File: config.mk
export PLATFORM = sky130hd
export DESIGN_NAME = oam_loader
export DESIGN_NICKNAME = d
export VERILOG_FILES = /design/src/ppu_pkg.sv /design/src/oam_loader.sv
export VERILOG_INCLUDE_DIRS = /design/src
export SDC_FILE = /design/constraint.sdc
export NUM_CORES = 1
export LEC_CHECK = 0
export BUFFER_PORTS_ARGS = -buffer_cell sky130_fd_sc_hd__buf_2
export CAP_MARGIN = 40
export CORE_ASPECT_RATIO = 1.1
export CORE_MARGIN = 2
export CORE_UTILIZATION = 42
export CTS_BUF_LIST = sky130_fd_sc_hd__clkbuf_16
export DETAILED_ROUTE_END_ITERATION = 10
export PLACE_DENSITY = 0.84
export SLEW_MARGIN = 0
export SYNTH_ARGS = -nofsm -noshare
export SYNTH_HDL_FRONTEND = slang
export SYNTH_SLANG_ARGS = --single-unit
File: constraint.sdc
create_clock -name clk -period 3 [get_ports clk]
set_clock_uncertainty 0.15 [all_clocks]
set_input_delay 0.45 -clock clk [delete_from_list [all_inputs] [get_ports clk]]
set_output_delay 0.45 -clock clk [all_outputs]
set_load 0.01 [all_outputs]
File: src/ppu_config.svh
`ifndef PPU_CONFIG_SVH
`define PPU_CONFIG_SVH

// Sprite population and per-line limits
`define PPU_NUM_SPRITES   128
`define PPU_SLOTS         8
`define PPU_SPRITE_HEIGHT 16

// OAM and sprite graphics words share one width
`define PPU_WORD_W        32

// Memory address widths
`define PPU_OAM_AW        8
`define PPU_GFX_AW        11

// Raster and sprite position widths
`define PPU_VCOUNT_W      10
`define PPU_Y_W           16

`endif

File: src/ppu_pkg.sv
`include "ppu_config.svh"

package ppu_pkg;

    // Index into the 128-entry sprite attribute table
    typedef logic [$clog2(`PPU_NUM_SPRITES)-1:0] sprite_idx_t;

    // Index into the per-line slot list
    typedef logic [$clog2(`PPU_SLOTS)-1:0] slot_idx_t;

    typedef logic [6:0] tile_id_t;

    // Bit 1 is vertical flip, bit 0 is horizontal flip
    typedef logic [1:0] flip_t;

    typedef enum logic [1:0] {
        OAM_IDLE,
        OAM_READ,
        OAM_DONE
    } oam_state_t;

    typedef enum logic [1:0] {
        EVAL_IDLE,
        EVAL_SCAN,
        EVAL_OFFER,
        EVAL_RELEASE
    } eval_state_t;

    typedef enum logic [1:0] {
        FETCH_IDLE,
        FETCH_ADDR,
        FETCH_LOAD,
        FETCH_ACK
    } fetch_state_t;

endpackage

File: src/oam_loader.sv
`timescale 1ns/1ps
`include "ppu_config.svh"

module oam_loader (
    input  logic                      clk,
    input  logic                      reset,
    input  logic                      vblank,
    input  logic [`PPU_WORD_W-1:0]    oam_rdata,
    output logic [`PPU_OAM_AW-1:0]    oam_addr,
    output logic                      y_we,
    output logic                      attr_we,
    output ppu_pkg::sprite_idx_t      wr_index,
    output logic [`PPU_Y_W-1:0]       wr_y,
    output ppu_pkg::tile_id_t         wr_tile,
    output ppu_pkg::flip_t            wr_flip
);
    import ppu_pkg::*;

    localparam int LAST_ADDR = 2 * `PPU_NUM_SPRITES - 1;

    oam_state_t               state;
    logic [`PPU_OAM_AW-1:0]   rd_addr;
    // Address of the word arriving on oam_rdata this cycle
    logic [`PPU_OAM_AW-1:0]   pend_addr;
    logic                     pend_valid;

    // Address goes straight out, the RAM registers it on the next edge
    assign oam_addr = rd_addr;

    always_ff @(posedge clk) begin
        if (reset) begin
            state      <= OAM_IDLE;
            rd_addr    <= '0;
            pend_addr  <= '0;
            pend_valid <= 1'b0;
        end else if (!vblank) begin
            // Outside vblank, rearm for the next frame
            state      <= OAM_IDLE;
            rd_addr    <= '0;
            pend_valid <= 1'b0;
        end else begin
            case (state)
                OAM_IDLE, OAM_READ: begin
                    pend_addr  <= rd_addr;
                    pend_valid <= 1'b1;
                    rd_addr    <= rd_addr + 1'b1;
                    if (rd_addr == `PPU_OAM_AW'(LAST_ADDR)) begin
                        state <= OAM_DONE;
                    end else begin
                        state <= OAM_READ;
                    end
                end
                OAM_DONE: begin
                    // Last word lands during the first DONE cycle
                    pend_valid <= 1'b0;
                end
                default: begin
                    state <= OAM_IDLE;
                end
            endcase
        end
    end

    // Odd addresses hold the coordinate word, even ones the attribute word
    assign y_we     = pend_valid &  pend_addr[0];
    assign attr_we  = pend_valid & ~pend_addr[0];
    assign wr_index = pend_addr[`PPU_OAM_AW-1:1];

    // y sits in the upper half of the coordinate word
    assign wr_y     = oam_rdata[`PPU_WORD_W-1 -: `PPU_Y_W];
    assign wr_tile  = oam_rdata[6:0];
    assign wr_flip  = oam_rdata[31:30];

endmodule

Word level (Yosys, flattened, before mapping)
Cells that the tools add are included.
{"block": "word_totals", "regBits": 19, "latchBits": 0, "mem_bits_rw": 0, "romBits": 0, "inputBits": 35, "elab_cells": 20, "memories": 0}
{"block": "op_classes", "addsub": 1, "n_mul": 0, "div": 0, "n_lt_le_gt_ge": 0, "eq_ne": 3, "shift": 0, "muxes": 3, "bitwise": 4, "n_reduce_logical": 5}
{"op": "$add 8x1->8 const B", "n": 1}
{"op": "$eq 8x8->1 const B", "n": 1}
{"op": "$pmux 2 s2", "n": 1}
{"op": "$reduce_or 2->1", "n": 2}
{"op": "$and 1x1->1", "n": 2}
{"op": "$eq 2x1->1 const B", "n": 1}
{"op": "$eq 2x2->1 const B", "n": 1}
{"op": "$logic_not 2->1", "n": 1}
{"op": "$mux 2", "n": 1}
{"op": "$not 1->1", "n": 2}
{"op": "$pmux 1 s2", "n": 1}
{"op": "$reduce_and 2->1", "n": 1}
{"op": "$reduce_bool 2->1", "n": 1}

Depth between registers and ports, before layout
{"block": "logic_depth", "ltp_word": 3, "mapped_depth": 4, "depth_no_buf": 4}

Worst setup path after synthesis
OpenSTA, ideal clock, no wires.
{"block": "synth_timing", "path_kind": "reg2reg", "from": "register rd_addr[0], in the netlist oam_addr[0]", "to": "register state[1]", "setup_ns": 0.071, "t_arrival_ns": 1.305, "required_ns": 2.779, "slack_ns": 1.474, "path_stages_with_launch": 5, "n_path_buf": 0, "path_cell_list": "dfxtp_1 > ha_1 > nand2_1 > or4b_1 > a21oi_1"}
{"block": "synth_between", "elab_chain_len": 3}
{"element": "start, declared", "line_no": "oam_loader.sv:22", "source": "logic [`PPU_OAM_AW-1:0] rd_addr;"}
{"element": "start signal, assigned", "line_no": "oam_loader.sv:46", "source": "rd_addr <= rd_addr + 1'b1;"}
{"element": "$eq 8x8->1", "line_no": "oam_loader.sv:47", "source": "if (rd_addr == `PPU_OAM_AW'(LAST_ADDR)) begin"}
{"element": "$mux 2", "line_no": "oam_loader.sv:47"}
{"element": "$pmux 2 s2", "line_no": "oam_loader.sv:42", "source": "case (state)"}
{"element": "end signal, assigned", "line_no": "oam_loader.sv:48", "source": "state <= OAM_DONE;"}
{"element": "end signal, assigned", "line_no": "oam_loader.sv:50", "source": "state <= OAM_READ;"}
{"element": "end signal, assigned", "line_no": "oam_loader.sv:58", "source": "state <= OAM_IDLE;"}
{"element": "end, declared", "line_no": "oam_loader.sv:21", "source": "oam_state_t state;"}
No other way between the ends.
A chain may end at the register's enable or synchronous reset.

Worst setup path in the final report
{"block": "layout_timing", "from": "register state[1]", "to": "register rd_addr[7], in the netlist oam_addr[7]"}
{"block": "layout_between", "elab_chain_len": 2}
{"element": "start signal, assigned", "line_no": "oam_loader.sv:32", "source": "state <= OAM_IDLE;"}
{"element": "start signal, assigned", "line_no": "oam_loader.sv:38", "source": "state <= OAM_IDLE;"}
{"element": "start signal, assigned", "line_no": "oam_loader.sv:48"}
{"element": "$eq 2x1->1 or $logic_not 2->1 (tied branches)", "line_no": "oam_loader.sv:42"}
{"element": "$reduce_or 2->1 *", "line_no": "oam_loader.sv:42"}
Mark *: on every way between the ends. The rest lies on a longest branch, timed or not.

==> impl_results.md <==
- Initial antenna violation count: 0
- Fin crit period: 1.64 ns
- Die ar.: 2770 µm²
- Die width: 50.4 µm
- Ports: 77
- Setup-failing EPs final: 0
- Count of state elements after synthesis: 19
- Seq pwr share: 47.3%
- Startpoint Class: flop
- Slew margin rel.: 62.9%
- Final Cell Area: 946 µm²
- Largest cells by area after synthesis: dfxtp_1 38%, buf_4 24%, nand2_1 7.2%, a21oi_1 6.5%, xor2_1 2.6%
- Die Y: 55.0 µm
- Sw Ratio: 19.7%
- Root buf cell: clkbuf_16
- Clk slew on worst S/H paths: 0.05 ns
- EDFF count, synth: 0
- Core Region: 2250 µm²
- GRT Overall Usage: 13.6%
- Leak: 0.389 nW
- Total power: 0.548 mW
- Fmax: 611 MHz
- Syn_nets: 156
- Synth Flop Type: dfxtp_1
- Nets: 143
- Layout cells sized above 1: 22.6%
- # diodes: 0
- Max-cap violations: 0
- GRT overflow: 0
- Max-slew violation total from the final report: 0
- Clock share of power: 49.3%
- Setup TNS: 0 ns
- Initial Util: 44.1%
- Cells after Synth: 120
- Switching power total: 0.108 mW
- FFs w/ async S/R, synth: 0%
- Wire length per cell: 13.4 µm
- Synth unique cells: 24
- Area taken by multi-input logic gates: 354 µm²
- Worst-Margin Slew: 0.555 ns
- Post-DP HPWL: 1250 µm
- Syn Std Cell Area: 993 µm²
- Tcrit/Tclk final: 54.6%
- Endpoints failing hold: 0
- Critical path fanouts, max: 13
- Final Non-Filler Cells: 136
- RSZ-0062 raised after global routing: no
- Placed Area: 867 µm²
- Initial drt markers: 9
- Clk sinks: 19
- Most frequent cells in the layout: 19 x nand2_1, 19 x buf_2, 19 x dfxtp_1
- Largest net degree at the start of global routing: 14
- Worst Path Required: 3.03 ns
- Area delta synth->final: -4.79%
- Number of global-route vias before repair: 613
- Dpl cells: 132
- Critical path data arrival time: 1.67 ns
- Rows: 18
- Fillers: 230
- Antenna-violating nets left: 0
- Vias per Instance: 5.19
- GP Congestion: 0.731
- Power density cells: 579 nW/µm²
- Post-route DRC: 0
- Synth top area share: 38.3%
- DRT Pass-1 Iters: 4
- Hold crit path type: reg2reg
- Worst-skew pair later-pin latency: 0.25 ns
- Post-CTS resize count: 0
- FF+latch area: 380 µm²
- Critical path class: reg2reg
- Final wirelength: 1830 µm
- Setup Buffers After CTS: 0
- CTS tree: built
- Dominant cell type by area after synthesis: dfxtp_1
- H-Tree Depth: 1
- CTS buffer count: 3
- Yosys warning count: 0
- Pint: 0.440 mW
- Peak supply drop: 0.000258 V
- Gate power share: 3.4%
- Clk buf depth: 2
- CP endpoint kind: flop
- PortBufs: 19
- Hold Buf Count CTS: 0
- Hold slack: 0.301 ns
- Status: finished, final reports clean
- Synth Area per Inst: 8.28 µm²
- Global-route wire length before repair: 2770 µm
- Sequential share of the synthesized area: 38.3%
- Vias post-DR: 706
==> stage by stage <==
| step | utilization (%) | worst slack, ns |
|---|---|---|
| after floorplan | - | 1.47 |
| after global placement | 38.5 | 1.42 |
| after detailed placement | 38.5 | 1.40 |
| after CTS | 42.0 | 1.37 |
| after global routing | 42.0 | 1.22 |
| final | 42.0 | 1.36 |
==> synth_stat cells, drive strengths merged (2+ instances only) <==
master	number
nand3	2
xor2	3
nand4b	2
o21ai	2
nor2	6
dfxtp	19
clkbuf	4
nor2b	3
a21oi	13
nand2	19
buf	33
nand2b	3
or3	2
==> cells by family after synthesis <==
family	share of synthesized area, %
xor gates and xnor gates	3.53
buffers and inverters	26.1
AOI/OAI and AO/OA	8.31
adders and majority gates	1.26
DFF	38.3
and+or+nand+nor	21.5
muxes	1.01
==> flip-flops by register name, summed over array words and instances (netlist names) <==
| register | count |
|---|---|
| oam_addr | 8 |
| pend_addr | 8 |
| state | 2 |
| pend_valid | 1 |
==> layer usage <==
metal  global-route usage (%)  up-vias  wire length [µm]
met4                     10.8        0                50
met3                     4.57       10               180
met2                     24.8       45               961
met5                        0        -                 0
met1                     12.9      322               637
li1                         -      329                 -
==> final timing paths <==
kind,start,end,slack (ns),cells after the start
worst max-delay path,state[1]$_SDFFE_PP0P_,oam_addr[7]$_SDFFE_PP0P_,1.36,3
worst min-delay path,pend_addr[1]$_SDFFE_PP0P_,pend_addr[1]$_SDFFE_PP0P_,0.30,2
worst max register to register,state[1]$_SDFFE_PP0P_,oam_addr[7]$_SDFFE_PP0P_,1.36,3
worst min register to register,pend_addr[1]$_SDFFE_PP0P_,pend_addr[1]$_SDFFE_PP0P_,0.30,2
==> cell type report <==
type                       instances  area share, %
sequential                        19           40.2
clock buffer                       3           7.94
clock inverter                     1          0.397
tap                               30           3.97
timing repair buffer              19           10.1
multi-input combinational         64           37.4
==> critical path, cell delays in order (launching register included) <==
cell      delay [ns]
dfxtp_1         0.44
nand4b_1        0.35
or3_2           0.47
a21oi_1         0.15
==> power groups by stage <==
stage	Sequential (mW)	Combinational [mW]	Clock, mW
3_5_place_dp	0.265	0.0182	0
6_report	0.259	0.0186	0.270
5_1_grt	0.260	0.0207	0.282
4_1_cts	0.259	0.0188	0.273
3_3_place_gp	0.264	0.0174	0
2_1_floorplan	0.264	0.0471	0
Note: power is estimated with default switching activity, not from simulation.
