### src/ppu_config.svh
`ifndef PPU_CONFIG_SVH
`define PPU_CONFIG_SVH

// Sprite population and per-line limits
`define PPU_NUM_SPRITES   128
`define PPU_SLOTS         8
`define PPU_SPRITE_HEIGHT 16

// OAM and sprite graphics words share one width
`define PPU_WORD_W        32

// Memory address widths
`define PPU_OAM_AW        8
`define PPU_GFX_AW        11

// Raster and sprite position widths
`define PPU_VCOUNT_W      10
`define PPU_Y_W           16

`endif

### src/ppu_pkg.sv
`include "ppu_config.svh"

package ppu_pkg;

    // Index into the 128-entry sprite attribute table
    typedef logic [$clog2(`PPU_NUM_SPRITES)-1:0] sprite_idx_t;

    // Index into the per-line slot list
    typedef logic [$clog2(`PPU_SLOTS)-1:0] slot_idx_t;

    typedef logic [6:0] tile_id_t;

    // Bit 1 is vertical flip, bit 0 is horizontal flip
    typedef logic [1:0] flip_t;

    typedef enum logic [1:0] {
        OAM_IDLE,
        OAM_READ,
        OAM_DONE
    } oam_state_t;

    typedef enum logic [1:0] {
        EVAL_IDLE,
        EVAL_SCAN,
        EVAL_OFFER,
        EVAL_RELEASE
    } eval_state_t;

    typedef enum logic [1:0] {
        FETCH_IDLE,
        FETCH_ADDR,
        FETCH_LOAD,
        FETCH_ACK
    } fetch_state_t;

endpackage

### src/sprite_fetcher.sv
`timescale 1ns/1ps
`include "ppu_config.svh"

module sprite_fetcher (
    input  logic                                  clk,
    input  logic                                  reset,
    input  logic                                  hsync,
    input  logic [`PPU_VCOUNT_W-1:0]              vcount,
    input  logic                                  list_req,
    input  ppu_pkg::sprite_idx_t [`PPU_SLOTS-1:0] slot_sprite,
    input  logic [$clog2(`PPU_SLOTS):0]           slot_count,
    input  logic [`PPU_Y_W-1:0]                   fetch_y,
    input  ppu_pkg::tile_id_t                     fetch_tile,
    input  ppu_pkg::flip_t                        fetch_flip,
    input  logic [`PPU_WORD_W-1:0]                gfx_rdata,
    output ppu_pkg::sprite_idx_t                  fetch_index,
    output logic                                  list_ack,
    output logic [`PPU_GFX_AW-1:0]                gfx_addr,
    output logic                                  shift_load_sprite,
    output logic [`PPU_SLOTS-1:0][`PPU_WORD_W-1:0] shift_load_data
);
    import ppu_pkg::*;

    localparam int ROW_W = $clog2(`PPU_SPRITE_HEIGHT);

    fetch_state_t                        state;
    // Steps 0..7 issue addresses, steps 1..8 capture the word one behind
    logic [$clog2(`PPU_SLOTS):0]         step;
    logic                                issuing;
    logic [ROW_W-1:0]                    row_off;
    logic [ROW_W-1:0]                    row_sel;
    logic [`PPU_WORD_W-1:0]              word_rev;
    logic [`PPU_WORD_W-1:0]              captured;
    // Flip and valid of the slot whose word is coming back
    logic                                hflip_q;
    logic                                used_q;
    logic [`PPU_SLOTS-1:0][`PPU_WORD_W-1:0] slot_buf;

    assign issuing     = (state == FETCH_ADDR) && (step < `PPU_SLOTS);
    assign fetch_index = slot_sprite[slot_idx_t'(step)];

    always_comb begin
        // Row within the sprite, the evaluator already bounded it to 0..15
        row_off = ROW_W'(`PPU_Y_W'(vcount) - fetch_y);
        if (fetch_flip[1]) begin
            row_sel = ROW_W'(`PPU_SPRITE_HEIGHT - 1) - row_off;
        end else begin
            row_sel = row_off;
        end
        gfx_addr = issuing ? `PPU_GFX_AW'({fetch_tile, row_sel}) : '0;

        for (int i = 0; i < `PPU_WORD_W; i++) begin
            word_rev[i] = gfx_rdata[`PPU_WORD_W-1-i];
        end

        // Empty slots load as transparent
        if (!used_q) begin
            captured = '0;
        end else if (hflip_q) begin
            captured = word_rev;
        end else begin
            captured = gfx_rdata;
        end
    end

    always_ff @(posedge clk) begin
        if (state == FETCH_ADDR && step != '0) begin
            slot_buf[slot_idx_t'(step - 1'b1)] <= captured;
        end
    end

    always_ff @(posedge clk) begin
        if (reset) begin
            state             <= FETCH_IDLE;
            step              <= '0;
            hflip_q           <= 1'b0;
            used_q            <= 1'b0;
            list_ack          <= 1'b0;
            shift_load_sprite <= 1'b0;
            shift_load_data   <= '0;
        end else begin
            shift_load_sprite <= 1'b0;
            if (!hsync) begin
                state    <= FETCH_IDLE;
                step     <= '0;
                list_ack <= 1'b0;
            end else begin
                case (state)
                    FETCH_IDLE: begin
                        if (list_req) begin
                            state <= FETCH_ADDR;
                            step  <= '0;
                        end
                    end
                    FETCH_ADDR: begin
                        hflip_q <= fetch_flip[0];
                        used_q  <= (step < slot_count);
                        if (step == `PPU_SLOTS) begin
                            state <= FETCH_LOAD;
                        end else begin
                            step <= step + 1'b1;
                        end
                    end
                    FETCH_LOAD: begin
                        shift_load_sprite <= 1'b1;
                        shift_load_data   <= slot_buf;
                        list_ack          <= 1'b1;
                        state             <= FETCH_ACK;
                    end
                    FETCH_ACK: begin
                        // Finish the four-phase handshake
                        if (!list_req) begin
                            list_ack <= 1'b0;
                            state    <= FETCH_IDLE;
                        end
                    end
                    default: begin
                        state <= FETCH_IDLE;
                    end
                endcase
            end
        end
    end

endmodule

### config.mk
export PLATFORM = sky130hd
export DESIGN_NAME = sprite_fetcher
export DESIGN_NICKNAME = d
export VERILOG_FILES = /design/src/ppu_pkg.sv /design/src/sprite_fetcher.sv
export VERILOG_INCLUDE_DIRS = /design/src
export SDC_FILE = /design/constraint.sdc
export NUM_CORES = 1
export LEC_CHECK = 0
export ABC_AREA = 1
export BUFFER_PORTS_ARGS = -buffer_cell sky130_fd_sc_hd__buf_2
export CAP_MARGIN = 20
export CORE_MARGIN = 5
export CORE_UTILIZATION = 49
export DETAILED_ROUTE_END_ITERATION = 10
export PLACE_DENSITY = 0.78
export SLEW_MARGIN = 20
export SYNTH_ARGS = -nofsm -noshare
export SYNTH_HDL_FRONTEND = slang
export SYNTH_SLANG_ARGS = --single-unit
### constraint.sdc
create_clock -name clk -period 3.2 [get_ports clk]
set_clock_uncertainty 0.1 [all_clocks]
set_input_delay 0.32 -clock clk [delete_from_list [all_inputs] [get_ports clk]]
set_output_delay 0.32 -clock clk [all_outputs]
set_load 0.02 [all_outputs]
After elaboration in Yosys (flattened, before gate mapping)
Cells that the tools add are included.

Add/sub/neg operators: 4. $lt $le $gt $ge: 5. Eq/ne operators: 8. Mux-type cells: 19. Bitwise operators: 1. Reduce and logical (&&, ||, !) cells: 13.

Operator list (count): $bwmux 256 (1); $demux 32 s3 (1); $mux 32 (3); $bmux 7 s3 (1); $mux 4 (3); $mux 11 (1); $lt 3x4->1 const B (2); $pmux 2 s4 (1); $pmux 4 s2 (1); $mux 7 (1); $mux 2 (3); $ne 2x2->1 const B (3); $reduce_and 2->1 (3); $reduce_and 3->1 (2); $add 4x1->4 const B (1); $eq 2x2->1 const B (2); $eq 4x4->1 const B (1); $lt 4x4->1 (1); $lt 4x4->1 const B (1); $reduce_bool 2->1 (2); $reduce_bool 4->1 (1); $sub 4x4->4 (1); $sub 4x4->4 const A (1); $ge 3x1->1 const B (1); 9 further kinds (12).

Flip-flop bits (word level): 522. Bits of input ports: 131. Output and inout port bits: 276. Word-level logic and storage cells: 72.

Depth between registers and ports, before layout
Depth after elaboration: 6. Mapped depth: 8. Mapped depth without buffers: 8.

Worst setup path before layout
Ideal clock, no wire load.

Path kind: register to register. Start point: register step[1]. End point: register slot_buf[0] (netlist name), enable pin. Setup time: 421 ps. Arrival: 2579 ps. Data required time: 2679 ps. Slack: 100 ps. Stages on the path, launching flop included: 7. Buffers on the path: 1. Clock period less this slack: 3100 ps. Path through: dfxtp_1 -> inv_1 -> buf_2 -> ha_1 -> xnor2_1 -> nand2_1 -> nor2_1.

Longest elaborated chain between the ends: 2.

RTL lines: from (decl) (RTL line sprite_fetcher.sv:28) `` logic [$clog2(`PPU_SLOTS):0] step; ``; from (signal assigned) (RTL line sprite_fetcher.sv:101) `step <= step + 1'b1;`; $reduce_bool 4->1 (RTL line sprite_fetcher.sv:67) `if (state == FETCH_ADDR && step != '0) begin`; $logic_and 1x1->1 (RTL line sprite_fetcher.sv:67); to (signal, indexed assignment) (RTL line sprite_fetcher.sv:68) `slot_buf[slot_idx_t'(step - 1'b1)] <= captured;`; to (decl) (RTL line sprite_fetcher.sv:37) `` logic [`PPU_SLOTS-1:0][`PPU_WORD_W-1:0] slot_buf; ``.

No other way between the ends. A chain may end at the register's enable or synchronous reset.

Worst setup path after layout
Start point: register state[1]. End point: output gfx_addr[1].

Longest elaborated chain between the ends: 3.

RTL lines: from (decl) (RTL line sprite_fetcher.sv:26) `fetch_state_t state;`; from (signal assigned) (RTL line sprite_fetcher.sv:74) `state <= FETCH_IDLE;`; from (signal assigned) (RTL line sprite_fetcher.sv:84) `state <= FETCH_IDLE;`; from (signal assigned) (RTL line sprite_fetcher.sv:91) `state <= FETCH_ADDR;`; $eq 2x1->1 (RTL line sprite_fetcher.sv:39) `` assign issuing = (state == FETCH_ADDR) && (step < `PPU_SLOTS); ``; $logic_and 1x1->1 (RTL line sprite_fetcher.sv:39); $mux 11 (RTL line sprite_fetcher.sv:50) `` gfx_addr = issuing ? `PPU_GFX_AW'({fetch_tile, row_sel}) : '0; ``; to (decl) (RTL line sprite_fetcher.sv:18) `` output logic [`PPU_GFX_AW-1:0] gfx_addr, ``.

No other way between the ends.

==> flow_metrics.py <==
metrics = {
    "synth": {
        "synthTopCellsByArea": "edfxtp_1 (42%), dfxtp_1 (29%), nor2_1 (13%), o21ai_0 (8.2%), nand2_1 (1.2%)",
        "yosys.area.top_type": "edfxtp_1",
        "yosys_warnings": 0,
        "syn_inst": 1733,
        "syn_area_um2": 18400,
        "avgSynthCellArea_um2": 10.6,
        "ys_seq_elements": 522,
        "synth-seq-area-share_pct": 70.8,
        "ys.flop_type": "dfxtp_1",
        "synth_nets": 1878,
        "synthArstFlopShare_pct": 0,
        "synth_top_area_share_pct": 41.8,
        "synth_cell_types": 27,
        "synth-edff-count": 256,
    },
    "place": {
        "place_ws_ps": 666,
        "dp_hpwl_mm": 34.8,
        "gp_congestion": 0.892,
        "portBuffers": 388,
    },
    "sta": {
        "worst_slack_ps": 592,
        "fin_crit_sh_pct": 81.5,
        "slew_violations": 0,
        "rsz0062_at_grt": "no",
        "hold_violations": 0,
        "setup_tns_ps": 0,
        "tightestPinTransition_ps": 1240,
        "fmax_ghz": 0.384,
        "period_minus_slack_ps": 2610,
        "relSlewSlack_pct": 17.2,
        "setup_violations": 0,
    },
    "die": {
        "core_um2": 37300,
        "die_area_um2": 41500,
        "rows": 71,
        "io_pins": 407,
        "fp.dieW_um": 204,
        "initial_core_util_pct": 49.2,
        "die_y_um": 204,
    },
    "cells_and_area": {
        "drive_above_1_share_pct": 23.9,
        "area_growth_pct": 22.5,
        "final_nets": 2253,
    },
    "setup_path": {
        "reg2reg_slack_ps": 730,
        "cp.buffers_inverters": 2,
        "cp_max_fo": 11,
        "crit_path_cell_trace": "inv_1, ha_1, nand2_1, nor2_1, buf_2",
        "crit_type": "reg -> out",
        "worstReg2RegStart": "step[1]",
        "arrival_ps": 2190,
        "r2r-end": "slot_buf[248]",
        "critPathMaxStageDelay_ps": 400,
        "cp.required_ps": 2780,
        "end_kind": "output port",
        "path_delay_family": "simple AND/OR/NAND/NOR gates",
        "critPathLaunchType": "register",
        "cp_slowest_cell": "ha_1",
        "reg2reg_depth": 7,
    },
    "min_path": {
        "hp-start": "hsync",
        "hold_path.class": "in -> reg",
        "whs_path_depth": 3,
        "holdPathEnd": "state[1]",
    },
    "cts": {
        "cts.reportedPaths.clkPinSlew_ps": 60,
        "clock_latency_ps": 580,
        "cts_tree": "yes",
        "cts_setup_buffers": 0,
        "ctsResizeCount": 0,
        "cts-buffers-inserted": 49,
        "cts-root-buf": "clkbuf_16",
        "clk_path_buf_depth": 3,
        "htreeDepth": 2,
        "clkSinkCount": 522,
    },
    "route": {
        "num_vias": 13931,
        "routed_wirelength_mm": 51.8,
        "drtAntennaViolNets": 0,
        "routed_via_density": 5.30,
        "drc": 0,
        "drt_iter0_drc": 1092,
        "routedWlPerCell_um": 19.7,
        "firstDrtPassIters": 7,
    },
    "grt": {
        "grt_usage_pct": 24.2,
        "grt_overflow": 0,
        "met2_usage_pct": 41.7,
        "antenna_found_initial": 11,
        "grt_pass1_vias": 13552,
        "grt_pass1_wl_mm": 77.0,
        "grtUsageMet3_pct": 5.37,
        "met1_usage_pct": 29.9,
        "grt_max_degree": 258,
        "busiest_layer": "met2",
    },
    "outcome": {
        "status": "finished clean",
    },
    "power_and_ir_drop": {
        "peakVddDrop_mv": 0.482,
        "power.density_nw_per_um2": 610,
        "power_leakage_nw": 9.67,
    },
    "job": {
        "cap_violations": 0,
    },
}
## cells in the mapped netlist (2+ instances only)
cell	instances
a21oi_1	9
buf_2	16
xor2_1	2
dfxtp_1	266
inv_2	3
buf_4	25
o22ai_1	14
edfxtp_1	256
buf_6	5
o21ai_0	302
clkbuf_1	35
nor2_1	632
xnor2_1	3
clkbuf_2	22
inv_1	32
nand3_1	11
o21ai_1	15
nand2_1	60
buf_1	3
ha_1	13
nand4_1	3
## metal layers
| layer | up-vias | share of wire, % |
|---|---|---|
| met1 | 6553 | 38 |
| met3 | 109 | 8.8 |
| met2 | 712 | 49 |
| li1 | 6555 | - |
| met5 | - | 0.035 |
| met4 | 2 | 3.4 |
## cells by family (layout without fill, tap and decap cells)
kind of cell               after synthesis  in the layout  synth area share (%)
adders and majority gates               14             14                 0.994
AOI/OAI and AO/OA                      342            342                  9.44
and+or+nand+nor                        709            709                  14.6
DFF                                    522            522                  70.8
other                                    0              8                     0
xor gates and xnor gates                 5              5                 0.238
buffers and inverters                  141            556                  3.85
## area by class of cell
cell class | count | area [um^2]
clock buffer | 71 | 1400
clock inverter | 20 | 265
tap | 474 | 593
multi-input combinational | 1070 | 4730
timing repair buffer | 430 | 2340
inverter | 35 | 144
antenna | 8 | 20.0
sequential | 522 | 13000
fill | 2905 | 14800
## worst register-to-register path: stages (launching register included)
cell,delay (ps)
dfxtp_1,300
buf_4,200
inv_1,100
ha_1,250
nand3_1,120
nand3_1,330
nor2_4,540
buf_12,240
## worst max-delay path by stage
stage	endpoint	cells after the start	slack [ps]	from
CTS	gfx_addr[1]	5	560	state[1]
global placement	slot_buf[247]	7	770	step[1]
finish	gfx_addr[1]	5	590	state[1]
global route	gfx_addr[1]	5	390	state[1]
floorplan	slot_buf[0]	6	100	step[1]
detailed placement	slot_buf[248]	7	670	step[1]
## placed cells by master (no fill, tap or decap), types with 5 or more instances in the layout
cell,netlist,routed
nor2_1,632,621
buf_2,16,388
o21ai_0,302,302
dfxtp_1,266,266
edfxtp_1,256,256
nand2_1,60,60
clkbuf_16,0,51
inv_1,32,32
buf_4,25,32
o21ai_1,15,15
clkbuf_1,35,15
o22ai_1,14,14
ha_1,13,13
nand3_1,11,11
a21oi_1,9,9
diode_2,0,8
nor2_4,0,8
bufinv_16,0,6
buf_12,0,6
clkinv_1,0,5
clkinv_2,0,5
clkbuf_8,0,5
## where the power goes
group / switching [mW] / internal, mW / total [mW] / leakage [nW]
Combinational: 0.470 / 0.230 / 0.701 / 3.92
Clock: 2.43 / 3.54 / 5.96 / 0.810
Sequential: 0.0366 / 7.03 / 7.06 / 4.94
## through the flow
stage / util, % / total power [mW] / instance area (um^2) / instances / hold slack (ps)
6_report: 60.3 / 13.7 / 22500 / 2630 / 46.8
5_1_grt: 60.3 / 14.2 / 22500 / 2626 / 41.4
3_5_place_dp: 55.7 / 7.90 / 20800 / 2527 / 368
2_1_floorplan: - / 7.61 / 18400 / 1733 / 289
3_3_place_gp: 55.7 / 7.88 / 20800 / 2527 / 360
4_1_cts: 60.3 / 13.8 / 22500 / 2622 / 9.50
## registers in the layout, summed over array words and instances (netlist names)
name,count
shift_load_data,256
state,2
hflip_q,1
shift_load_sprite,1
used_q,1
slot_buf,256
step,4
list_ack,1
## what timing repair did
item / CTS / global route
hold buffers: 4 / 0
endpoints found under the setup margin: 0 / 0
hold endpoints to repair: 4 / 0
Note: power is estimated with default switching activity, not from simulation.
