[config.mk]
export PLATFORM = sky130hd
export DESIGN_NAME = line_evaluator
export DESIGN_NICKNAME = d
export VERILOG_FILES = /design/src/ppu_pkg.sv /design/src/line_evaluator.sv
export VERILOG_INCLUDE_DIRS = /design/src
export SDC_FILE = /design/constraint.sdc
export NUM_CORES = 1
export LEC_CHECK = 0
export BUFFER_PORTS_ARGS = -buffer_cell sky130_fd_sc_hd__buf_4
export CAP_MARGIN = 5
export CORE_ASPECT_RATIO = 1.25
export CORE_UTILIZATION = 50
export CTS_BUF_LIST = sky130_fd_sc_hd__clkbuf_2 sky130_fd_sc_hd__clkbuf_4 sky130_fd_sc_hd__clkbuf_8
export DETAILED_ROUTE_END_ITERATION = 8
export GPL_ROUTABILITY_DRIVEN = 0
export MAX_ROUTING_LAYER = met4
export PLACE_DENSITY = 0.8
export SKIP_LAST_GASP = 1
export SLEW_MARGIN = 15
export SYNTH_ARGS = -nofsm -noshare
export SYNTH_HDL_FRONTEND = slang
export SYNTH_SLANG_ARGS = --single-unit
[constraint.sdc]
create_clock -name clk -period 7.05 [get_ports clk]
set_clock_uncertainty 0.15 [all_clocks]
set_input_delay 1.41 -clock clk [delete_from_list [all_inputs] [get_ports clk]]
set_output_delay 1.41 -clock clk [all_outputs]
set_load 0.02 [all_outputs]
[src/ppu_config.svh]
`ifndef PPU_CONFIG_SVH
`define PPU_CONFIG_SVH

// Sprite population and per-line limits
`define PPU_NUM_SPRITES   128
`define PPU_SLOTS         8
`define PPU_SPRITE_HEIGHT 16

// OAM and sprite graphics words share one width
`define PPU_WORD_W        32

// Memory address widths
`define PPU_OAM_AW        8
`define PPU_GFX_AW        11

// Raster and sprite position widths
`define PPU_VCOUNT_W      10
`define PPU_Y_W           16

`endif

[src/ppu_pkg.sv]
`include "ppu_config.svh"

package ppu_pkg;

    // Index into the 128-entry sprite attribute table
    typedef logic [$clog2(`PPU_NUM_SPRITES)-1:0] sprite_idx_t;

    // Index into the per-line slot list
    typedef logic [$clog2(`PPU_SLOTS)-1:0] slot_idx_t;

    typedef logic [6:0] tile_id_t;

    // Bit 1 is vertical flip, bit 0 is horizontal flip
    typedef logic [1:0] flip_t;

    typedef enum logic [1:0] {
        OAM_IDLE,
        OAM_READ,
        OAM_DONE
    } oam_state_t;

    typedef enum logic [1:0] {
        EVAL_IDLE,
        EVAL_SCAN,
        EVAL_OFFER,
        EVAL_RELEASE
    } eval_state_t;

    typedef enum logic [1:0] {
        FETCH_IDLE,
        FETCH_ADDR,
        FETCH_LOAD,
        FETCH_ACK
    } fetch_state_t;

endpackage

[src/line_evaluator.sv]
`timescale 1ns/1ps
`include "ppu_config.svh"

module line_evaluator (
    input  logic                                  clk,
    input  logic                                  reset,
    input  logic                                  hsync,
    input  logic [`PPU_VCOUNT_W-1:0]              vcount,
    input  logic [`PPU_Y_W-1:0]                   eval_y,
    input  logic                                  list_ack,
    output ppu_pkg::sprite_idx_t                  eval_index,
    output logic                                  list_req,
    output ppu_pkg::sprite_idx_t [`PPU_SLOTS-1:0] slot_sprite,
    output logic [$clog2(`PPU_SLOTS):0]           slot_count
);
    import ppu_pkg::*;

    // One extra bit so that y + height never wraps
    localparam int CMP_W = `PPU_Y_W + 1;

    eval_state_t         state;
    sprite_idx_t         scan_idx;
    logic [CMP_W-1:0]    line_wide;
    logic [CMP_W-1:0]    y_start;
    logic [CMP_W-1:0]    y_end;
    logic                covers;
    logic                room;

    assign eval_index = scan_idx;

    always_comb begin
        line_wide = CMP_W'(vcount);
        y_start   = CMP_W'(eval_y);
        y_end     = y_start + CMP_W'(`PPU_SPRITE_HEIGHT);
        covers    = (line_wide >= y_start) && (line_wide < y_end);
    end

    // Later matches are dropped once all slots are taken
    assign room = (slot_count < `PPU_SLOTS);

    always_ff @(posedge clk) begin
        if (reset) begin
            state       <= EVAL_IDLE;
            scan_idx    <= '0;
            list_req    <= 1'b0;
            slot_count  <= '0;
            slot_sprite <= '0;
        end else if (!hsync) begin
            // Line over or aborted
            state      <= EVAL_IDLE;
            scan_idx   <= '0;
            list_req   <= 1'b0;
            slot_count <= '0;
        end else begin
            case (state)
                // First sprite is tested in the cycle that sees hsync
                EVAL_IDLE, EVAL_SCAN: begin
                    if (covers && room) begin
                        slot_sprite[slot_idx_t'(slot_count)] <= scan_idx;
                        slot_count <= slot_count + 1'b1;
                    end
                    scan_idx <= scan_idx + 1'b1;
                    if (scan_idx == sprite_idx_t'(`PPU_NUM_SPRITES - 1)) begin
                        state    <= EVAL_OFFER;
                        list_req <= 1'b1;
                    end else begin
                        state <= EVAL_SCAN;
                    end
                end
                EVAL_OFFER: begin
                    if (list_ack) begin
                        list_req <= 1'b0;
                        state    <= EVAL_RELEASE;
                    end
                end
                EVAL_RELEASE: begin
                    // Hold here until hsync falls
                    state <= EVAL_RELEASE;
                end
                default: begin
                    state <= EVAL_IDLE;
                end
            endcase
        end
    end

endmodule

# ---- After elaboration in Yosys (flattened, before gate mapping)
# Cells that the tools add are included.
dict set report op_classes {
  addsub 3
  order_cmp 5
  eq_ne 6
  n_mux 9
  bitwise 1
  reduce_logical 10
}
# op count
set op_table {}
lappend op_table {{$bwmux 56} 1}
lappend op_table {{$demux 7 s3} 1}
lappend op_table {{$add 16x5->17 const B} 1}
lappend op_table {{$lt 10x17->1} 1}
lappend op_table {{$ge 10x16->1} 1}
lappend op_table {{$add 7x1->7 const B} 1}
lappend op_table {{$eq 7x7->1 const B} 1}
lappend op_table {{$mux 7} 1}
lappend op_table {{$pmux 2 s3} 1}
lappend op_table {{$reduce_and 3->1} 2}
lappend op_table {{$add 4x1->4 const B} 1}
lappend op_table {{$eq 2x2->1 const B} 2}
lappend op_table {{$lt 3x4->1 const B} 1}
lappend op_table {{$lt 4x4->1 const B} 1}
lappend op_table {{$mux 2} 2}
lappend op_table {{$ne 2x2->1 const B} 2}
lappend op_table {{$reduce_or 2->1} 2}
lappend op_table {{$ge 3x1->1 const B} 1}
lappend op_table {{$logic_and 1x1->1} 3}
lappend op_table {{$eq 2x1->1 const B} 1}
lappend op_table {{$logic_not 2->1} 1}
lappend op_table {{$mux 1} 2}
lappend op_table {{$pmux 1 s2} 1}
lappend op_table {{$reduce_and 2->1} 1}
lappend op_table {{2 further kinds} 2}
dict set report word_totals {
  reg_bits 70
  output_inout_bits 68
}

# ---- Longest topological paths before layout
# Gate-level depths: netlist of run 1.
dict set report depth {
  word_depth 5
  mapped_depth 11
  depth_no_buf 9
}

# ---- Worst setup path before layout of run 1
# Ideal clock, no wire load.
dict set report synth_path {
  path_type {in2reg}
  from {input eval_y[4]}
  to {register slot_sprite[42] (netlist name)}
  setup_ns 0.072
  arrival_time_ns 3.579
  required_ns 6.828
  slack_ns 3.249
  cell_stages 10
  path_cell_list {ha_1 > nand3_1 > xnor2_1 > ha_1 > nand4_1 > a221oi_1 > o311a_1 > buf_1 > nor4_4 > mux2i_1}
}
dict set report synth_via {
  elab_chain_len 5
}
# element line_no
set synth_rtl {}
lappend synth_rtl {{from (decl)} line_evaluator.sv:9} ;# input logic [`PPU_Y_W-1:0] eval_y,
lappend synth_rtl {{$add 16x5->17} line_evaluator.sv:34} ;# y_end = y_start + CMP_W'(`PPU_SPRITE_HEIGHT);
lappend synth_rtl {{$lt 10x17->1} line_evaluator.sv:35} ;# covers = (line_wide >= y_start) && (line_wide < y_end);
lappend synth_rtl {{$logic_and 1x1->1 *} line_evaluator.sv:35}
lappend synth_rtl {{$logic_and 1x1->1 *} line_evaluator.sv:58} ;# if (covers && room) begin
lappend synth_rtl {{$reduce_and 3->1 (no line) *} --}
lappend synth_rtl {{to (signal, indexed assignment)} line_evaluator.sv:59} ;# slot_sprite[slot_idx_t'(slot_count)] <= scan_idx;
lappend synth_rtl {{to (decl)} line_evaluator.sv:13} ;# output ppu_pkg::sprite_idx_t [`PPU_SLOTS-1:0] slot_sprite,
# Mark *: on every way between the ends. The rest lies on a longest branch, timed or not.
# A chain may end at the register's enable or synchronous reset.

# ---- Final worst setup path of run 1
dict set report layout_path {
  from {input eval_y[4]}
  to {register slot_sprite[37] (netlist name)}
}
# The elaborated chain is that of the path after synthesis.

==> results of run 1 <==
cell usage in the layout, fill, tap and decap left out, drive strengths merged, types with 2 or more instances in the layout:
| cell type | synthesis | final |
|---|---|---|
| nand2 | 8 | 8 |
| xnor2 | 5 | 5 |
| clkbuf | 10 | 9 |
| o21ai | 6 | 6 |
| nor2b | 2 | 2 |
| a221oi | 2 | 2 |
| nand2b | 66 | 66 |
| nor2 | 10 | 10 |
| inv | 15 | 16 |
| nor4 | 4 | 4 |
| nor3b | 2 | 2 |
| mux2i | 58 | 58 |
| nand3 | 7 | 7 |
| o31ai | 2 | 2 |
| buf | 17 | 97 |
| a211oi | 2 | 2 |
| nand4 | 4 | 4 |
| clkinv | 0 | 4 |
| ha | 19 | 19 |
| o211ai | 2 | 2 |
| a21oi | 6 | 6 |
| nand4b | 3 | 3 |
| or4 | 6 | 6 |
| or3 | 4 | 4 |
| xor2 | 4 | 4 |
| dfxtp | 70 | 70 |
per-layer routing:
| layer | global-route usage [%] | vias up | part of all wire (%) |
|---|---|---|---|
| li1 | - | 1365 | - |
| met1 | 28.3 | 1279 | 45 |
| met2 | 36.3 | 77 | 49 |
| met3 | 3.00 | 20 | 4.1 |
| met4 | 10.3 | 0 | 2.5 |
| met5 | - | - | 0 |
sequential cells by signal, indices dropped and copies added (netlist names):
name	flops
slot_sprite	56
list_req	1
state	2
eval_index	7
slot_count	4
stage by stage:
| step | cell area (um2) | worst slack [ps] | total power, mW |
|---|---|---|---|
| after floorplan | 3460 | 3250 | 0.443 |
| after global placement | 4170 | 2870 | 0.466 |
| after detailed placement | 4170 | 2760 | 0.469 |
| after CTS | 4360 | 3110 | 0.774 |
| after global routing | 4360 | 2970 | 0.799 |
| final | 4360 | 3100 | 0.772 |
area by class of cell:
class / instances / area, um2
clock buffer: 9 / 124
fill: 549 / 2250
inverter: 15 / 56.3
multi-input combinational: 237 / 1880
clock inverter: 6 / 62.6
sequential: 70 / 1400
tap: 87 / 109
timing repair buffer: 97 / 728
kinds of logic (layout without fill, tap and decap cells):
family,count (synthesis),in the layout
XOR/XNOR,9,9
AND/OR/NAND/NOR,124,124
flip-flops,70,70
AO/OA/AOI/OAI,27,27
multiplexers,58,58
adder cells (fa/ha/maj),19,19
buffers and inverters,42,127
report_power, final:
part	total (mW)	switching, mW	internal [mW]
clock network	0.313	0.151	0.161
registers	0.397	0.00110	0.396
logic	0.0625	0.0316	0.0308
total	0.772	0.184	0.588
path summary, 6_finish.rpt:
kind	end	slack (ps)	depth (start not counted)
max	slot_sprite[37]	3100	10
min	slot_sprite[2]	330	2
max reg2reg	slot_sprite[8]	4510	6
min reg2reg	slot_sprite[2]	330	2
critical path, stage by stage:
cell and delay, ps:
sky130_fd_sc_hd__buf_4 130, sky130_fd_sc_hd__ha_1 240, sky130_fd_sc_hd__nand3_1 110, sky130_fd_sc_hd__xnor2_1 120
sky130_fd_sc_hd__ha_1 270, sky130_fd_sc_hd__nand4_1 110, sky130_fd_sc_hd__a221oi_1 60, sky130_fd_sc_hd__o311a_1 530
sky130_fd_sc_hd__or4_1 800, sky130_fd_sc_hd__mux2i_1 190
==> flow_metrics.py, run 1 <==
metrics = {
    "run_status": {
        "run_status": "complete, no violations",
    },
    "yosys": {
        "avgSynthCellArea_um2": 9.91,
        "post_synth_fa_ha_maj_area_fraction_pct": 6.87,
        "biggest_area_consumer_among_synthesized_cells": "sky130_fd_sc_hd__dfxtp_1",
        "post_synth_most_frequent_cells": "70 x sky130_fd_sc_hd__dfxtp_1, 66 x sky130_fd_sc_hd__nand2b_1, 58 x sky130_fd_sc_hd__mux2i_1",
        "post-synth-top-area-fraction_pct": 40.5,
        "synth_xor_xnor_area_share_pct": 2.28,
        "synth_nets": 398,
        "synth.ff_latch_count": 70,
        "synth_area_in_compound_gates_pct": 5.53,
        "postSynth.asyncResetShare_pct": 0,
        "netlist-cell-type-count": 46,
        "synth.top_cells.by_area": "sky130_fd_sc_hd__dfxtp_1 41%, sky130_fd_sc_hd__mux2i_1 17%, sky130_fd_sc_hd__nand2b_1 12%",
        "most_common_flop_cell_mapped_by_yosys": "sky130_fd_sc_hd__dfxtp_1",
        "sequential_area_share_after_synthesis_pct": 40.5,
        "synth-warning-count": 0,
        "postSynthCellCount": 349,
        "synthSimpleGateAreaFrac_pct": 22.8,
        "synthesized_area_um2": 3460,
        "synth_enable_flop_cells": 0,
        "synth.mux.area_fraction_pct": 16.8,
        "main_combinational_cell_family_by_area_after_synthesis": "simple AND/OR/NAND/NOR gates",
        "yosysMostFrequentCell": "sky130_fd_sc_hd__dfxtp_1",
    },
    "clock_tree": {
        "clock_tree.buffer_depth": 2,
        "cts_num_sinks": 70,
        "tritoncts": "built",
        "numCtsBuffers": 9,
        "cts-resized-gates": 0,
        "h-tree-depth": 3,
        "cts_hold_buf": 0,
        "post-cts-setup-buffer-count": 0,
        "path_clk_slew_ps": 60,
        "cts.root.buffer_cell": "sky130_fd_sc_hd__clkbuf_8",
        "clk_latency_ps": 340,
    },
    "global_route": {
        "largest_net_degree_at_the_start_of_global_routing": 66,
        "overflow": 0,
        "first_pass_grt_wire_length_um": 12400,
        "grt_use_total_pct": 22.5,
        "grt_pass1_vias": 2524,
        "antenna_found_initial": 0,
    },
    "floorplan": {
        "pin_count": 98,
        "initial_utilization_pct": 52.4,
        "std_cell_rows": 33,
        "core_region_area_um2": 6610,
        "dieHeight_um": 95,
        "die_area_um2": 7260,
        "die_w_um": 76.4,
    },
    "pwr": {
        "power.leakage_nw": 2.12,
        "power.density_nw_per_um2": 177,
        "worst_ir_drop_vdd_mv": 0.114,
    },
    "finish": {
        "area_growth_syn_to_layout_pct": 26.0,
        "finish.net_count": 479,
        "n_antenna_cell": 0,
        "drive_above_1_share_pct": 27.2,
        "layout.cells.non_filler": 521,
        "fin_util_pct": 66.0,
    },
    "critical_path": {
        "r2r-start": "state[1]",
        "timing.setup.critical_path_class": "input pin to flop",
        "critical_path.endpoint_type": "flop",
        "crit_path_start_kind": "input pin",
        "critical_path_at_ps": 3990,
        "worst_setup_path_startpoint": "eval_y[4]",
        "required_worst_endpoint_ps": 7090,
        "path_max_fanout": 15,
    },
    "timing": {
        "finalSetupViolCount": 0,
        "slew_violations": 0,
        "timing_hold_violations_final": 0,
        "rsz_0062_raised_after_global_routing": "false",
        "max_clk_rate_mhz": 253,
        "worst_pin_slew_ps": 656,
        "hold_ws_ps": 326,
        "min_period_over_period_pct": 56.0,
        "fin_crit_ps": 3950,
        "worst_slew_margin_rel_pct": 55.9,
        "accumulated_negative_setup_slack_ps": 0,
    },
    "routing": {
        "wl_per_cell_um": 15.0,
        "detail_route.drc_violations": 0,
        "drtAntennaViolNets": 0,
        "drt-pass1-iter-count": 4,
        "route.vias.total": 2741,
        "vias_per_cell": 5.26,
        "postRouteWirelength_um": 7820,
        "drtIter0Drc": 108,
    },
    "job": {
        "timing.max_cap.violations": 0,
    },
    "placed_design": {
        "place.port_buffers": 97,
        "dp.final_hpwl_um": 5610,
        "dp_cells": 506,
    },
    "worst_hold_path": {
        "hold_path_startpoint": "slot_sprite[2]",
        "min_path_type": "flop to flop",
    },
}
(Power assumes the default switching activity.)
==> inputs of run 2 (changes only) <==
==> constraint.sdc (replaced) <==
create_clock -name clk -period 3.96 [get_ports clk]
set_clock_uncertainty 0.15 [all_clocks]
set_input_delay 0.792 -clock clk [delete_from_list [all_inputs] [get_ports clk]]
set_output_delay 0.792 -clock clk [all_outputs]
set_load 0.02 [all_outputs]
==> run 2 against run 1 <==
  * Flip-flop and latch count is the same
  * Die area unchanged
  * Via count grew 0.62%
  * Combinational power is 78% higher
  * Critical endpoint is now slot_sprite[15]
  * Largest cell class unchanged
  * Largest power group unchanged
==> flow_metrics.py, run 2 (synthesis gave the netlist of run 1 again) <==
metrics = {
    "timing": {
        "max_clk_rate_mhz": 299,
        "accumulated_negative_setup_slack_ps": 0,
        "fin_crit_ps": 3340,
        "worst_slew_margin_rel_pct": 53.3,
        "worst_pin_slew_ps": 701,
        "timing_hold_violations_final": 0,
        "min_period_over_period_pct": 84.3,
        "rsz_0062_raised_after_global_routing": "false",
        "slew_violations": 0,
        "finalSetupViolCount": 0,
    },
    "critical_path": {
        "critPathMostFrequentCell": "sky130_fd_sc_hd__ha_1",
        "critical_path.endpoint_type": "flop",
        "crit_path_top_delay_cell": "sky130_fd_sc_hd__or4_1",
        "r2r-start": "state[1]",
        "worst_setup_path_startpoint": "eval_y[4]",
        "path_max_fanout": 15,
        "timing.setup.critical_path_class": "input pin to flop",
        "crit_path_start_kind": "input pin",
        "required_worst_endpoint_ps": 4010,
        "reg2reg_setup_slack_ps": 1410,
        "delay_of_the_slowest_cell_on_the_worst_path_ps": 800,
        "crit_path_cell_trace": "buf_4 -> ha_1 -> nand3_1 -> xnor2_1 -> ha_1 -> nand4_1 -> a221oi_1 -> o311a_1 -> or4_1 -> mux2i_1",
        "critical_path_at_ps": 3390,
    },
    "global_route": {
        "antenna_found_initial": 0,
        "grt_use_total_pct": 22.7,
        "largest_net_degree_at_the_start_of_global_routing": 66,
        "first_pass_grt_wire_length_um": 12400,
        "grt_pass1_vias": 2619,
        "overflow": 0,
    },
    "finish": {
        "area_growth_syn_to_layout_pct": 27.3,
        "nFillCells": 558,
        "sequential_cell_area_um2": 1400,
        "drive_above_1_share_pct": 27.4,
        "finish.net_count": 479,
        "layout.cells.non_filler": 522,
        "multi_input_comb_area_um2": 1880,
        "fin_util_pct": 66.6,
        "leading_cell_type_in_the_layout_fill_and_taps_excluded": "sky130_fd_sc_hd__buf_4",
        "n_antenna_cell": 0,
        "largest_register_ffs": 56,
        "mostFrequentLayoutCells": "97 x sky130_fd_sc_hd__buf_4, 70 x sky130_fd_sc_hd__dfxtp_1, 66 x sky130_fd_sc_hd__nand2b_1, 58 x sky130_fd_sc_hd__mux2i_1, 19 x sky130_fd_sc_hd__ha_1",
        "largest-register": "slot_sprite",
    },
    "floorplan": {
        "dieHeight_um": 95,
        "die_w_um": 76.4,
        "initial_utilization_pct": 52.4,
        "core_region_area_um2": 6610,
        "die_area_um2": 7260,
        "std_cell_rows": 33,
        "pin_count": 98,
    },
    "routing": {
        "drt-pass1-iter-count": 6,
        "drtIter0Drc": 111,
        "vias_per_cell": 5.28,
        "route.vias.total": 2758,
        "postRouteWirelength_um": 7850,
        "drtAntennaViolNets": 0,
        "detail_route.drc_violations": 0,
        "wl_per_cell_um": 15.0,
    },
    "pwr": {
        "power.leakage_nw": 2.13,
        "power.density_nw_per_um2": 333,
        "worst_ir_drop_vdd_mv": 0.261,
    },
    "clock_tree": {
        "tritoncts": "built",
        "clk_latency_ps": 340,
        "path_clk_slew_ps": 80,
        "cts.root.buffer_cell": "sky130_fd_sc_hd__clkbuf_8",
        "cts_hold_buf": 0,
        "h-tree-depth": 3,
        "clock_tree.buffer_depth": 2,
        "numCtsBuffers": 9,
        "cts_num_sinks": 70,
        "cts-resized-gates": 0,
        "post-cts-setup-buffer-count": 0,
    },
    "placed_design": {
        "dp.final_hpwl_um": 5590,
        "place.port_buffers": 97,
        "dp_cells": 506,
    },
    "worst_hold_path": {
        "min_path_type": "flop to flop",
        "hold_path_startpoint": "slot_sprite[43]",
    },
    "job": {
        "timing.max_cap.violations": 0,
    },
    "run_status": {
        "run_status": "complete, no violations",
    },
}
run 2: cell types whose count changed in the layout (fill, tap and decap cells not counted), sizes merged:
cell,delta
clkbuf,+1
clkinvlp,+1
bufinv,+1
clkinv,-2
run 2: area by class of cell:
cell class                 instances  area share, %
multi-input combinational        237           42.6
sequential                        70           31.8
timing repair buffer              97           16.5
clock buffer                      10           3.13
tap                               87           2.47
clock inverter                     6           2.13
inverter                          15           1.28
run 2: worst paths after layout:
check                                       end  cells past startpoint
worst max-delay path            slot_sprite[15]                     10
worst min-delay path            slot_sprite[43]                      2
worst max register to register   slot_sprite[8]                      6
worst min register to register  slot_sprite[43]                      2
run 2: through the flow:
stage	worst slack (ps)	hold WS [ps]	total power, mW	instance area [um2]
after global placement	408	314	0.831	4170
final	621	328	1.47	4400
after CTS	649	333	1.48	4400
after detailed placement	277	314	0.833	4170
after floorplan	777	396	0.790	3460
after global routing	504	347	1.52	4400
run 2: report_power, final:
part,switching (mW),internal (mW),total [mW]
registers,0.00203,0.705,0.707
clock network,0.274,0.376,0.650
logic,0.0559,0.0548,0.111
total,0.332,1.14,1.47
run 2: per-layer routing:
layer / track usage (%) / share of wire (%) / up-vias
met5: - / 0 / -
met4: 9.46 / 2.1 / 0
met3: 4.15 / 4.1 / 16
met2: 38.5 / 49 / 75
met1: 26.5 / 45 / 1301
li1: - / - / 1366
run 2: critical path, delay by kind of cell:
kind,cells,cell delay (ps)
multiplexers,1,190
XOR/XNOR,1,150
adder cells (fa/ha/maj),2,520
AND/OR/NAND/NOR,3,1040
buffers and inverters,1,100
AO/OA/AOI/OAI,2,590
